`src/common/kbd_config.svh`:
```
`ifndef KBD_CONFIG_SVH
`define KBD_CONFIG_SVH

// ------------------------------------------------------------
// Serial line timing
// ------------------------------------------------------------

// Clock cycles per serial bit.
`define KBD_CLKS_PER_BIT 8

// ------------------------------------------------------------
// Typematic repeat, counted in make events of a held key
// ------------------------------------------------------------

// Make events before the first repeat report.
`define KBD_REPEAT_FIRST 4
// Make events between later repeat reports.
`define KBD_REPEAT_NEXT 2

// ------------------------------------------------------------
// Report queue
// ------------------------------------------------------------

`define KBD_FIFO_DEPTH 8

`endif

```
`src/common/kbd_types_pkg.sv`:
```
package kbd_types_pkg;

	// ------------------------------------------------------------
	// Codes
	// ------------------------------------------------------------

	typedef logic [6:0] scancode_t; // Code as sent on the serial line.
	typedef logic [6:0] keycode_t; // Code as handed to the host.

	// ------------------------------------------------------------
	// Modifiers
	// ------------------------------------------------------------

	typedef logic [3:0] modifier_t;

	localparam int MOD_LSHIFT = 3;
	localparam int MOD_RSHIFT = 2;
	localparam int MOD_CTRL = 1;
	localparam int MOD_GRAPH = 0;

	// ------------------------------------------------------------
	// Host side of the emulated matrix
	// ------------------------------------------------------------

	typedef logic [2:0] matrix_row_t; // Row select, eight columns per row.
	typedef logic [7:0] matrix_cols_t;

	// ------------------------------------------------------------
	// Key report
	// ------------------------------------------------------------

	typedef struct packed {
		keycode_t keycode;
		logic isup; // Set for a release.
		modifier_t modifiers; // Modifiers before the event.
	} key_report_t;

endpackage

```
`src/common/kbd_map_pkg.sv`:
```
package kbd_map_pkg;

	import kbd_types_pkg::*;

	localparam int KBD_MATRIX_KEYS = 48;
	localparam int KBD_MATRIX_ROWS = 6;
	localparam int SHIFT_POS = 5; // Both shift keys share this position.

	// ------------------------------------------------------------
	// Scancodes with a special role
	// ------------------------------------------------------------

	localparam scancode_t SC_LSHIFT = 7'h0f;
	localparam scancode_t SC_RSHIFT = 7'h34;
	localparam scancode_t SC_CTRL = 7'h3d;
	localparam scancode_t SC_GRAPH = 7'h3a;
	localparam scancode_t SC_ALPHA = 7'h48;
	localparam scancode_t SC_TURBO = 7'h4e;
	localparam scancode_t SC_TURBO_LOCK = 7'h40;

	typedef struct packed {
		logic valid; // Code has a matrix position.
		logic [5:0] pos;
	} matrix_pos_t;

	// ------------------------------------------------------------
	// Scancode to matrix position
	// ------------------------------------------------------------

	function automatic matrix_pos_t key_matrix_index(scancode_t code);
		matrix_pos_t r;
		r.valid = 1'b1;
		r.pos = 6'd0;
		case (code)
			7'h08: r.pos = 6'd20;
			7'h09: r.pos = 6'd14;
			7'h0a: r.pos = 6'd45;
			7'h0b: r.pos = 6'd28;
			7'h0c: r.pos = 6'd47;
			7'h0d: r.pos = 6'd13;
			7'h0e: r.pos = 6'd22;
			7'h10: r.pos = 6'd36;
			7'h11: r.pos = 6'd30;
			7'h12: r.pos = 6'd21;
			7'h13: r.pos = 6'd35;
			7'h14: r.pos = 6'd23;
			7'h15: r.pos = 6'd29;
			7'h16: r.pos = 6'd38;
			7'h17: r.pos = 6'd15;
			7'h18: r.pos = 6'd27;
			7'h19: r.pos = 6'd34;
			7'h1a: r.pos = 6'd37;
			7'h1b: r.pos = 6'd19;
			7'h1c: r.pos = 6'd39;
			7'h1d: r.pos = 6'd33;
			7'h1e: r.pos = 6'd26;
			7'h1f: r.pos = 6'd31;
			7'h20: r.pos = 6'd11;
			7'h21: r.pos = 6'd18;
			7'h22: r.pos = 6'd25;
			7'h23: r.pos = 6'd43;
			7'h24: r.pos = 6'd24;
			7'h25: r.pos = 6'd17;
			7'h26: r.pos = 6'd10;
			7'h27: r.pos = 6'd32;
			7'h28: r.pos = 6'd0;
			7'h29: r.pos = 6'd42;
			7'h2a: r.pos = 6'd9;
			7'h2c: r.pos = 6'd8;
			7'h2d: r.pos = 6'd41;
			7'h2e: r.pos = 6'd40;
			7'h2f: r.pos = 6'd16;
			7'h38: r.pos = 6'd44;
			7'h3b: r.pos = 6'd12;
			7'h3c: r.pos = 6'd1;
			7'h3e: r.pos = 6'd46;
			7'h4d: r.pos = 6'd2;
			SC_GRAPH: r.pos = 6'd6;
			SC_CTRL: r.pos = 6'd4;
			SC_LSHIFT, SC_RSHIFT: r.pos = 6'(SHIFT_POS);
			default: r.valid = 1'b0; // Not on the matrix.
		endcase
		return r;
	endfunction

endpackage

```
`src/common/key_report_if.sv`:
```
interface key_report_if;

	import kbd_types_pkg::*;

	logic valid; // One-cycle push strobe.
	keycode_t keycode;
	logic isup;
	modifier_t modifiers;

	modport source (
		output valid,
		output keycode,
		output isup,
		output modifiers
	);

	modport sink (
		input valid,
		input keycode,
		input isup,
		input modifiers
	);

endinterface

```
`src/hw/kbd_event_decoder/kbd_event_decoder.sv`:
```
`include "kbd_config.svh"

module kbd_event_decoder (
	input logic clk,
	input logic reset,
	input logic event_strobe,
	input kbd_types_pkg::scancode_t event_code,
	input logic event_pressed,
	input logic keyboard_block,
	input kbd_types_pkg::matrix_row_t matrix_row,
	output kbd_types_pkg::matrix_cols_t matrix_cols,
	output logic alpha_state,
	output logic turbo_state,
	output kbd_types_pkg::modifier_t modifiers,
	key_report_if.source report
);

	import kbd_types_pkg::*;
	import kbd_map_pkg::*;

	localparam int CNT_W = $clog2(`KBD_REPEAT_FIRST + 1);

	logic [KBD_MATRIX_KEYS-1:0] matrix;
	logic [1:0] shift_down; // Left, right.
	logic turbo_lock;
	logic turbo_pulse;
	scancode_t held_code;
	logic held;
	logic [CNT_W-1:0] repeat_cnt;
	matrix_pos_t pos;
	logic is_held;
	logic matrix_write;

	assign pos = key_matrix_index(event_code);
	assign is_held = held && event_code == held_code;
	assign matrix_write = event_strobe && pos.valid && !(event_pressed && keyboard_block);
	assign turbo_state = turbo_lock | turbo_pulse;
	assign matrix_cols = (matrix_row < matrix_row_t'(KBD_MATRIX_ROWS)) ?
		matrix[{matrix_row, 3'b000} +: $bits(matrix_cols_t)] : '0;

	// ------------------------------------------------------------
	// Modifier, alpha and turbo state
	// ------------------------------------------------------------

	always_ff @(posedge clk) begin
		if (reset) begin
			modifiers <= '0;
			alpha_state <= 1'b0;
			turbo_lock <= 1'b0;
			turbo_pulse <= 1'b0;
		end else if (event_strobe) begin
			case (event_code)
				SC_LSHIFT: modifiers[MOD_LSHIFT] <= event_pressed;
				SC_RSHIFT: modifiers[MOD_RSHIFT] <= event_pressed;
				SC_CTRL: modifiers[MOD_CTRL] <= event_pressed;
				SC_GRAPH: modifiers[MOD_GRAPH] <= event_pressed;
				SC_ALPHA: alpha_state <= event_pressed;
				SC_TURBO: turbo_pulse <= event_pressed; // Held turbo key.
				SC_TURBO_LOCK: begin
					if (event_pressed)
						turbo_lock <= ~turbo_lock;
				end
				default: ;
			endcase
		end
	end

	// ------------------------------------------------------------
	// Emulated matrix
	// ------------------------------------------------------------

	always_ff @(posedge clk) begin
		if (reset) begin
			matrix <= '0;
			shift_down <= '0;
		end else if (matrix_write) begin
			if (event_code == SC_LSHIFT) begin
				shift_down[1] <= event_pressed;
				matrix[SHIFT_POS] <= event_pressed | shift_down[0];
			end else if (event_code == SC_RSHIFT) begin
				shift_down[0] <= event_pressed;
				matrix[SHIFT_POS] <= event_pressed | shift_down[1];
			end else begin
				matrix[pos.pos] <= event_pressed;
			end
		end
	end

	// ------------------------------------------------------------
	// Key reports with typematic repeat
	// ------------------------------------------------------------

	always_ff @(posedge clk) begin
		if (reset) begin
			report.valid <= 1'b0;
			held <= 1'b0;
			held_code <= '0;
			repeat_cnt <= '0;
		end else begin
			report.valid <= 1'b0;
			if (event_strobe && event_pressed && !is_held) begin
				report.valid <= 1'b1; // New press.
				held <= 1'b1;
				held_code <= event_code;
				repeat_cnt <= CNT_W'(`KBD_REPEAT_FIRST);
			end else if (event_strobe && event_pressed) begin
				if (repeat_cnt == CNT_W'(1)) begin
					report.valid <= 1'b1;
					repeat_cnt <= CNT_W'(`KBD_REPEAT_NEXT);
				end else begin
					repeat_cnt <= repeat_cnt - 1'b1;
				end
			end else if (event_strobe && is_held) begin
				report.valid <= 1'b1; // Release of the held key.
				held <= 1'b0;
			end
		end
	end

	always_ff @(posedge clk) begin
		if (event_strobe) begin
			report.keycode <= event_code;
			report.isup <= ~event_pressed;
			report.modifiers <= modifiers;
		end
	end

	row_in_range: assert property (@(posedge clk) disable iff (reset)
		matrix_row < matrix_row_t'(KBD_MATRIX_ROWS));

endmodule

```
`src/hw/kbd_frame_rx/kbd_frame_rx.sv`:
```
`include "kbd_config.svh"

module kbd_frame_rx (
	input logic clk,
	input logic reset,
	input logic rx_line,
	output logic event_strobe,
	output kbd_types_pkg::scancode_t event_code,
	output logic event_pressed
);

	localparam int FRAME_BITS = 10; // Start, seven code bits, release, stop.
	localparam int PHASE_W = $clog2(`KBD_CLKS_PER_BIT);
	localparam int MID_PHASE = `KBD_CLKS_PER_BIT / 2 - 1;

	logic sync_a;
	logic sync_b;
	logic sync_prev;
	logic busy;
	logic [PHASE_W-1:0] phase;
	logic [3:0] bit_idx;
	logic [7:0] shreg; // Release bit on top of the code.
	logic stop_ok;
	logic start_edge;
	logic mid_bit;
	logic bit_end;
	logic last_cycle;

	assign start_edge = sync_prev & ~sync_b;
	assign mid_bit = busy && phase == PHASE_W'(MID_PHASE);
	assign bit_end = phase == PHASE_W'(`KBD_CLKS_PER_BIT - 1);
	assign last_cycle = busy && bit_end && bit_idx == 4'(FRAME_BITS - 1);

	// ------------------------------------------------------------
	// Synchroniser and bit timing
	// ------------------------------------------------------------

	always_ff @(posedge clk) begin
		if (reset) begin
			sync_a <= 1'b1;
			sync_b <= 1'b1;
			sync_prev <= 1'b1;
			busy <= 1'b0;
			phase <= '0;
			bit_idx <= '0;
			event_strobe <= 1'b0;
		end else begin
			sync_a <= rx_line;
			sync_b <= sync_a;
			sync_prev <= sync_b;
			event_strobe <= last_cycle & stop_ok;
			if (!busy || last_cycle) begin
				busy <= start_edge; // Back-to-back frames restart here.
				phase <= '0;
				bit_idx <= '0;
			end else if (mid_bit && bit_idx == 4'd0 && sync_b) begin
				busy <= 1'b0; // Start bit gone, a glitch.
			end else if (bit_end) begin
				phase <= '0;
				bit_idx <= bit_idx + 4'd1;
			end else begin
				phase <= phase + 1'b1;
			end
		end
	end

	// ------------------------------------------------------------
	// Shift register and event
	// ------------------------------------------------------------

	always_ff @(posedge clk) begin
		if (mid_bit) begin
			if (bit_idx == 4'(FRAME_BITS - 1))
				stop_ok <= sync_b;
			else if (bit_idx != 4'd0)
				shreg <= {sync_b, shreg[7:1]}; // LSB first.
		end
		if (last_cycle) begin
			event_code <= shreg[6:0];
			event_pressed <= ~shreg[7];
		end
	end

	strobe_single: assert property (@(posedge clk) disable iff (reset)
		event_strobe |=> !event_strobe);

endmodule

```
`src/hw/kbd_subsystem.sv`:
```
module kbd_subsystem (
	input logic clk,
	input logic reset,
	input logic rx_line,
	input kbd_types_pkg::matrix_row_t matrix_row,
	input logic pop,
	input logic keyboard_block,
	output kbd_types_pkg::matrix_cols_t matrix_cols,
	output logic alpha_state,
	output logic turbo_state,
	output kbd_types_pkg::modifier_t modifiers,
	output logic report_valid,
	output kbd_types_pkg::keycode_t report_keycode,
	output logic report_isup,
	output kbd_types_pkg::modifier_t report_modifiers,
	output logic overflow
);

	import kbd_types_pkg::*;

	logic event_strobe;
	scancode_t event_code;
	logic event_pressed;
	key_report_t head;

	key_report_if report_bus ();

	kbd_frame_rx u_kbd_frame_rx (
		.clk(clk),
		.reset(reset),
		.rx_line(rx_line),
		.event_strobe(event_strobe),
		.event_code(event_code),
		.event_pressed(event_pressed)
	);

	kbd_event_decoder u_kbd_event_decoder (
		.clk(clk),
		.reset(reset),
		.event_strobe(event_strobe),
		.event_code(event_code),
		.event_pressed(event_pressed),
		.keyboard_block(keyboard_block),
		.matrix_row(matrix_row),
		.matrix_cols(matrix_cols),
		.alpha_state(alpha_state),
		.turbo_state(turbo_state),
		.modifiers(modifiers),
		.report(report_bus.source)
	);

	key_fifo #(
		.T(key_report_t)
	) u_key_fifo (
		.clk(clk),
		.reset(reset),
		.in(report_bus.sink),
		.pop(pop),
		.head(head),
		.not_empty(report_valid),
		.overflow(overflow)
	);

	assign report_keycode = head.keycode;
	assign report_isup = head.isup;
	assign report_modifiers = head.modifiers;

endmodule

```
`src/hw/key_fifo.sv`:
```
`include "kbd_config.svh"

module key_fifo #(
	parameter type T = kbd_types_pkg::key_report_t
) (
	input logic clk,
	input logic reset,
	key_report_if.sink in,
	input logic pop,
	output T head,
	output logic not_empty,
	output logic overflow
);

	localparam int DEPTH = `KBD_FIFO_DEPTH;
	localparam int PTR_W = $clog2(DEPTH);
	localparam int CNT_W = $clog2(DEPTH + 1);

	T mem [DEPTH];
	T wdata;
	logic [PTR_W-1:0] wr_ptr;
	logic [PTR_W-1:0] rd_ptr;
	logic [CNT_W-1:0] count;
	logic full;
	logic do_push;
	logic do_pop;

	function automatic logic [PTR_W-1:0] next_ptr(logic [PTR_W-1:0] p);
		return (p == PTR_W'(DEPTH - 1)) ? '0 : p + 1'b1;
	endfunction

	assign wdata = {in.keycode, in.isup, in.modifiers};
	assign full = count == CNT_W'(DEPTH);
	assign not_empty = count != '0;
	assign do_push = in.valid && !full;
	assign do_pop = pop && not_empty; // Pop on empty is ignored.
	assign head = mem[rd_ptr];

	always_ff @(posedge clk) begin
		if (reset) begin
			wr_ptr <= '0;
			rd_ptr <= '0;
			count <= '0;
			overflow <= 1'b0;
		end else begin
			if (do_push)
				wr_ptr <= next_ptr(wr_ptr);
			if (do_pop)
				rd_ptr <= next_ptr(rd_ptr);
			if (do_push && !do_pop)
				count <= count + 1'b1;
			else if (do_pop && !do_push)
				count <= count - 1'b1;
			if (in.valid && full)
				overflow <= 1'b1; // Sticky, report dropped.
		end
	end

	always_ff @(posedge clk) begin
		if (do_push)
			mem[wr_ptr] <= wdata;
	end

	count_bound: assert property (@(posedge clk) disable iff (reset)
		count <= CNT_W'(DEPTH));

endmodule

```
`config.mk`:
```
export PLATFORM = sky130hd
export DESIGN_NAME = kbd_subsystem
export DESIGN_NICKNAME = d
export VERILOG_FILES = /design/src/common/kbd_types_pkg.sv /design/src/common/kbd_map_pkg.sv /design/src/common/key_report_if.sv /design/src/hw/kbd_event_decoder/kbd_event_decoder.sv /design/src/hw/kbd_frame_rx/kbd_frame_rx.sv /design/src/hw/kbd_subsystem.sv /design/src/hw/key_fifo.sv
export VERILOG_INCLUDE_DIRS = /design/src /design/src/common
export SDC_FILE = /design/constraint.sdc
export NUM_CORES = 1
export LEC_CHECK = 0
export BUFFER_PORTS_ARGS = -buffer_cell sky130_fd_sc_hd__buf_2
export CORE_ASPECT_RATIO = 1.1
export CORE_MARGIN = 5
export CORE_UTILIZATION = 50
export DETAILED_ROUTE_END_ITERATION = 8
export HOLD_SLACK_MARGIN = 0.15
export PLACE_DENSITY_LB_ADDON = 0.2
export SKIP_LAST_GASP = 1
export SYNTH_ARGS = -nofsm -noshare
export SYNTH_HDL_FRONTEND = slang
export SYNTH_SLANG_ARGS = --single-unit
```
`constraint.sdc`:
```
create_clock -name clk -period 3.05 [get_ports clk]
set_input_delay 0.61 -clock clk [delete_from_list [all_inputs] [get_ports clk]]
set_output_delay 0.61 -clock clk [all_outputs]
set_load 0.005 [all_outputs]
```
==> impl_metrics.csv <==
group,metric,value,unit
status,status,"finished, final reports clean",
worst_hold_path,hold_class,"primary input to register",
drt,wl_per_cell,20.0,um
power_and_ir_drop,switching_share,0.204,
final_layout,nets,964,
critical_path,r2r_slack,0.20,ns
final_layout,area_growth,15.1,%
critical_path,path_class,"register to register",
timing,slew_headroom,0.542,
final_layout,final_common_cell,"edfxtp_1",
critical_path,regToRegStartpoint,"u_kbd_frame_rx.event_code[6]",
drt,routed_wl,24.2,mm
logic_synthesis,synthFlopType,"edfxtp_1",
timing,drv_slew,0,
critical_path,crit_fanout,12,
floorplan,start_util,0.511,
grt,grt_usage,0.203,
power_and_ir_drop,pwr-share-seq,0.488,
clock_tree,clock_path_buffers,3,
placed_design,post_dp_cell_area,11300,sq um
logic_synthesis,synth_cells,874,
final_layout,regArea,5660,sq um
timing,skew,0.0208,ns
final_layout,post-route-util,0.588,
floorplan,ios,36,
floorplan,row_count,55,
run,drv_cap,0,
critical_path,cp.depth,10,
power_and_ir_drop,p_switching,1.32,mW
critical_path,slowest_delay,0.63,ns
logic_synthesis,synth_seq_cells,220,
timing,max_freq,0.351,GHz
drt,topRoutingLayerUsed,"met4",
critical_path,cp_common_cell,"buf_4",
logic_synthesis,synthArstFlopShare,0,
worst_hold_path,hold_depth,2,
logic_synthesis,syn-mean-instance-area,12.1,sq um
critical_path,crit_chain,"nand2b_1 -> buf_4 -> a211oi_1 -> buf_4 -> nor4_2 -> buf_4 -> and3b_1 -> and2_1 -> nand4_1 -> mux2i_1",
logic_synthesis,yosysSeqAreaShare,0.536,
worst_hold_path,min_from,"rx_line",
drt,met3WireLength,1.09,mm
clock_tree,cts_made_buffers,22,
clock_tree,h-tree-depth,1,
clock_tree,clkLatencyLatePin,0.51,ns
logic_synthesis,synth_cell_types,77,
drt,ant_nets,0,
final_layout,antennaDiodeCount,0,
timing,post-route-period-util,0.933,
power_and_ir_drop,pwr-share-clk,0.439,
critical_path,critPathSlowestCell,"edfxtp_1",
timing,rsz0062_at_grt,"yes",
timing,setup-violations-final,0,
grt,grt-ovfl-total,0,
floorplan,dieWidth,148,um
floorplan,die_h,162,um
final_layout,final_cell_area,12100,sq um
clock_tree,tritoncts,"done",
grt,grt_pass1_vias,7416,
power_and_ir_drop,p_per_area,534,nW/um^2
drt,drc,0,
grt,grt_pass1_wl,39.5,mm
critical_path,crit_path_start_kind,"register",
final_layout,n_fill_cell,1682,
final_layout,multi_input_area,4450,sq um
grt,grt_start_max_net_pins,45,
power_and_ir_drop,internal_power,5.15,mW
placed_design,io_buffers,35,
logic_synthesis,syn_area,10500,sq um
critical_path,crit_family,"simple AND/OR/NAND/NOR gates",
critical_path,crit_required,3.41,ns
logic_synthesis,synthesis.nets,898,
floorplan,dieArea,24100,sq um
power_and_ir_drop,combPwrFrac,0.074,
clock_tree,cts_hold_buf,0,
drt,vias,7146,
grt,antenna_found_initial,0,
clock_tree,clk_pin_slew,0.06,ns
clock_tree,clkSinkCount,220,
logic_synthesis,yosys_warnings,0,
floorplan,core,20600,sq um
clock_tree,clock-root-buffer,"clkbuf_16",
drt,drt_iter0_markers,520,
drt,dr.pass1.iters,5,
placed_design,gp_congestion,0.917,
critical_path,r2r-end,"u_kbd_event_decoder.matrix[18]",
critical_path,cp_num_buf_inv,3,
drt,wl_met1,10.3,mm
timing,hold_viol,0,
drt,via_per_inst,5.90,
placed_design,dp_hpwl,16.6,mm
drt,wl_met2,12.2,mm
worst_hold_path,worstHoldEndpoint,"u_kbd_frame_rx.sync_a",
timing,min_period,2.85,ns
power_and_ir_drop,vdd_ir_drop_max,366,uV
power_and_ir_drop,p_leak,4.48,nW
logic_synthesis,synth_edf_count,125,
timing,hold_ws,0.300,ns
critical_path,cp-end-kind,"register",
final_layout,layout-drive-gt1-share,0.246,
timing,worst_pin_slew,0.686,ns
final_layout,layout_common_cells,"125 x edfxtp_1, 95 x dfxtp_1, 65 x buf_4",
critical_path,ff2ff_path_depth,10,
critical_path,worstPathArrival,3.20,ns
## synthesized netlist by cell type (3+ instances only)
library cell,n,area (sq um)
a311oi_1,3,26.3
or3b_1,4,35.0
buf_2,15,75.1
buf_6,7,78.8
xnor2_1,6,52.6
clkbuf_1,25,93.8
o21ai_0,6,30.0
nor3_1,22,110
and2_1,3,18.8
buf_4,10,75.1
xor2_1,10,87.6
nor2_1,44,165
nand3_2,10,100
mux2i_1,59,591
or3_1,3,18.8
or2_2,10,62.6
o22ai_1,13,81.3
nor3b_1,3,22.5
mux2_2,14,158
or3b_2,3,26.3
buf_1,7,26.3
nand4b_1,3,26.3
dfxtp_1,95,1900
a21oi_1,38,190
o221ai_1,3,26.3
nor4_1,7,43.8
nor2b_1,11,68.8
mux4_2,32,721
a211oi_1,9,67.6
a31oi_1,6,37.5
nand3b_1,5,37.5
or4_1,3,22.5
a221oi_1,3,26.3
a211o_1,3,26.3
ha_1,15,188
inv_1,26,97.6
nand2_1,50,188
nand3_1,43,215
nand2b_1,63,394
edfxtp_1,125,3750
nand4_1,11,68.8
## stage by stage
stage                     setup WS (ns)  setup TNS, ns  power, mW  std cells
after floorplan                   0.286              0       3.59        874
after global placement            0.111              0       3.68       1171
after detailed placement         0.0883              0       3.70       1171
after CTS                        0.0957              0       6.55       1211
after global routing           -0.00127       -0.00127       6.73       1212
final                             0.203              0       6.48       1212
## area by class of cell
cell class / count / area share
flip-flops and latches: 220 / 0.466
multi-input cells: 562 / 0.367
repair buffers: 108 / 0.0679
clock buffers: 29 / 0.0508
well taps: 256 / 0.0264
clock inverters: 11 / 0.0137
inverters: 26 / 0.00804
## cell families (layout without fill, tap and decap cells)
group,count (synthesis),after routing,share of synthesized area
simple gates,315,315,0.172
flops,220,220,0.536
compound gates,110,110,0.0745
mux,105,105,0.139
buf+inv,92,174,0.0443
fa+ha+maj,16,16,0.0197
xor+xnor,16,16,0.0133
## power by group through the flow
stage	Combinational, mW	Clock, mW	Sequential [mW]
2_1_floorplan	0.373	0	3.21
3_3_place_gp	0.465	0	3.22
3_5_place_dp	0.485	0	3.22
4_1_cts	0.488	2.91	3.16
5_1_grt	0.537	3.03	3.16
6_report	0.478	2.84	3.16
## per-layer routing
layer  vias up  track usage
met3        55       0.0262
met1      3535        0.261
met5         -            0
met4         0       0.0655
met2       190        0.356
li1       3366            -
## worst register-to-register path: stages, from the launching register on
cell      delay [ns]
edfxtp_1        0.63
nand2b_1        0.17
buf_4           0.15
a211oi_1        0.06
buf_4           0.14
nor4_2          0.29
buf_4           0.18
and3b_1         0.32
and2_1          0.44
nand4_1         0.17
mux2i_1         0.15
## worst max-delay path by stage
stage | startpoint | to | slack, ns
finish | u_kbd_frame_rx.event_code[6] | u_kbd_event_decoder.matrix[18] | 0.20
global placement | u_kbd_frame_rx.event_code[5] | u_kbd_event_decoder.matrix[11] | 0.11
CTS | u_kbd_frame_rx.event_code[5] | u_kbd_event_decoder.matrix[11] | 0.1
floorplan | matrix_row[0] | matrix_cols[5] | 0.29
detailed placement | u_kbd_frame_rx.event_code[5] | u_kbd_event_decoder.matrix[9] | 0.09
global route | u_kbd_frame_rx.event_code[6] | u_kbd_event_decoder.matrix[18] | -0.001
## timing repair
action / CTS / global route
gates resized for setup: 0 / 5
setup endpoints to repair: 0 / 24
endpoints found under the hold margin: 0 / 0
buffers inserted: 0 / 1
## sequential cells by signal, indices dropped and copies added, names as in the netlist, 2 cells and up, named ones only
signal	cells
u_kbd_event_decoder.held_code	7
u_kbd_event_decoder.matrix	48
u_kbd_event_decoder.modifiers	4
u_kbd_event_decoder.repeat_cnt	3
u_kbd_event_decoder.report.keycode	7
u_kbd_event_decoder.report.modifiers	4
u_kbd_event_decoder.shift_down	2
u_kbd_frame_rx.bit_idx	4
u_kbd_frame_rx.event_code	7
u_kbd_frame_rx.phase	3
u_kbd_frame_rx.shreg	8
u_key_fifo.count	4
u_key_fifo.mem	96
u_key_fifo.rd_ptr	3
u_key_fifo.wr_ptr	3
No activity file was read; power rests on OpenSTA's default activity.
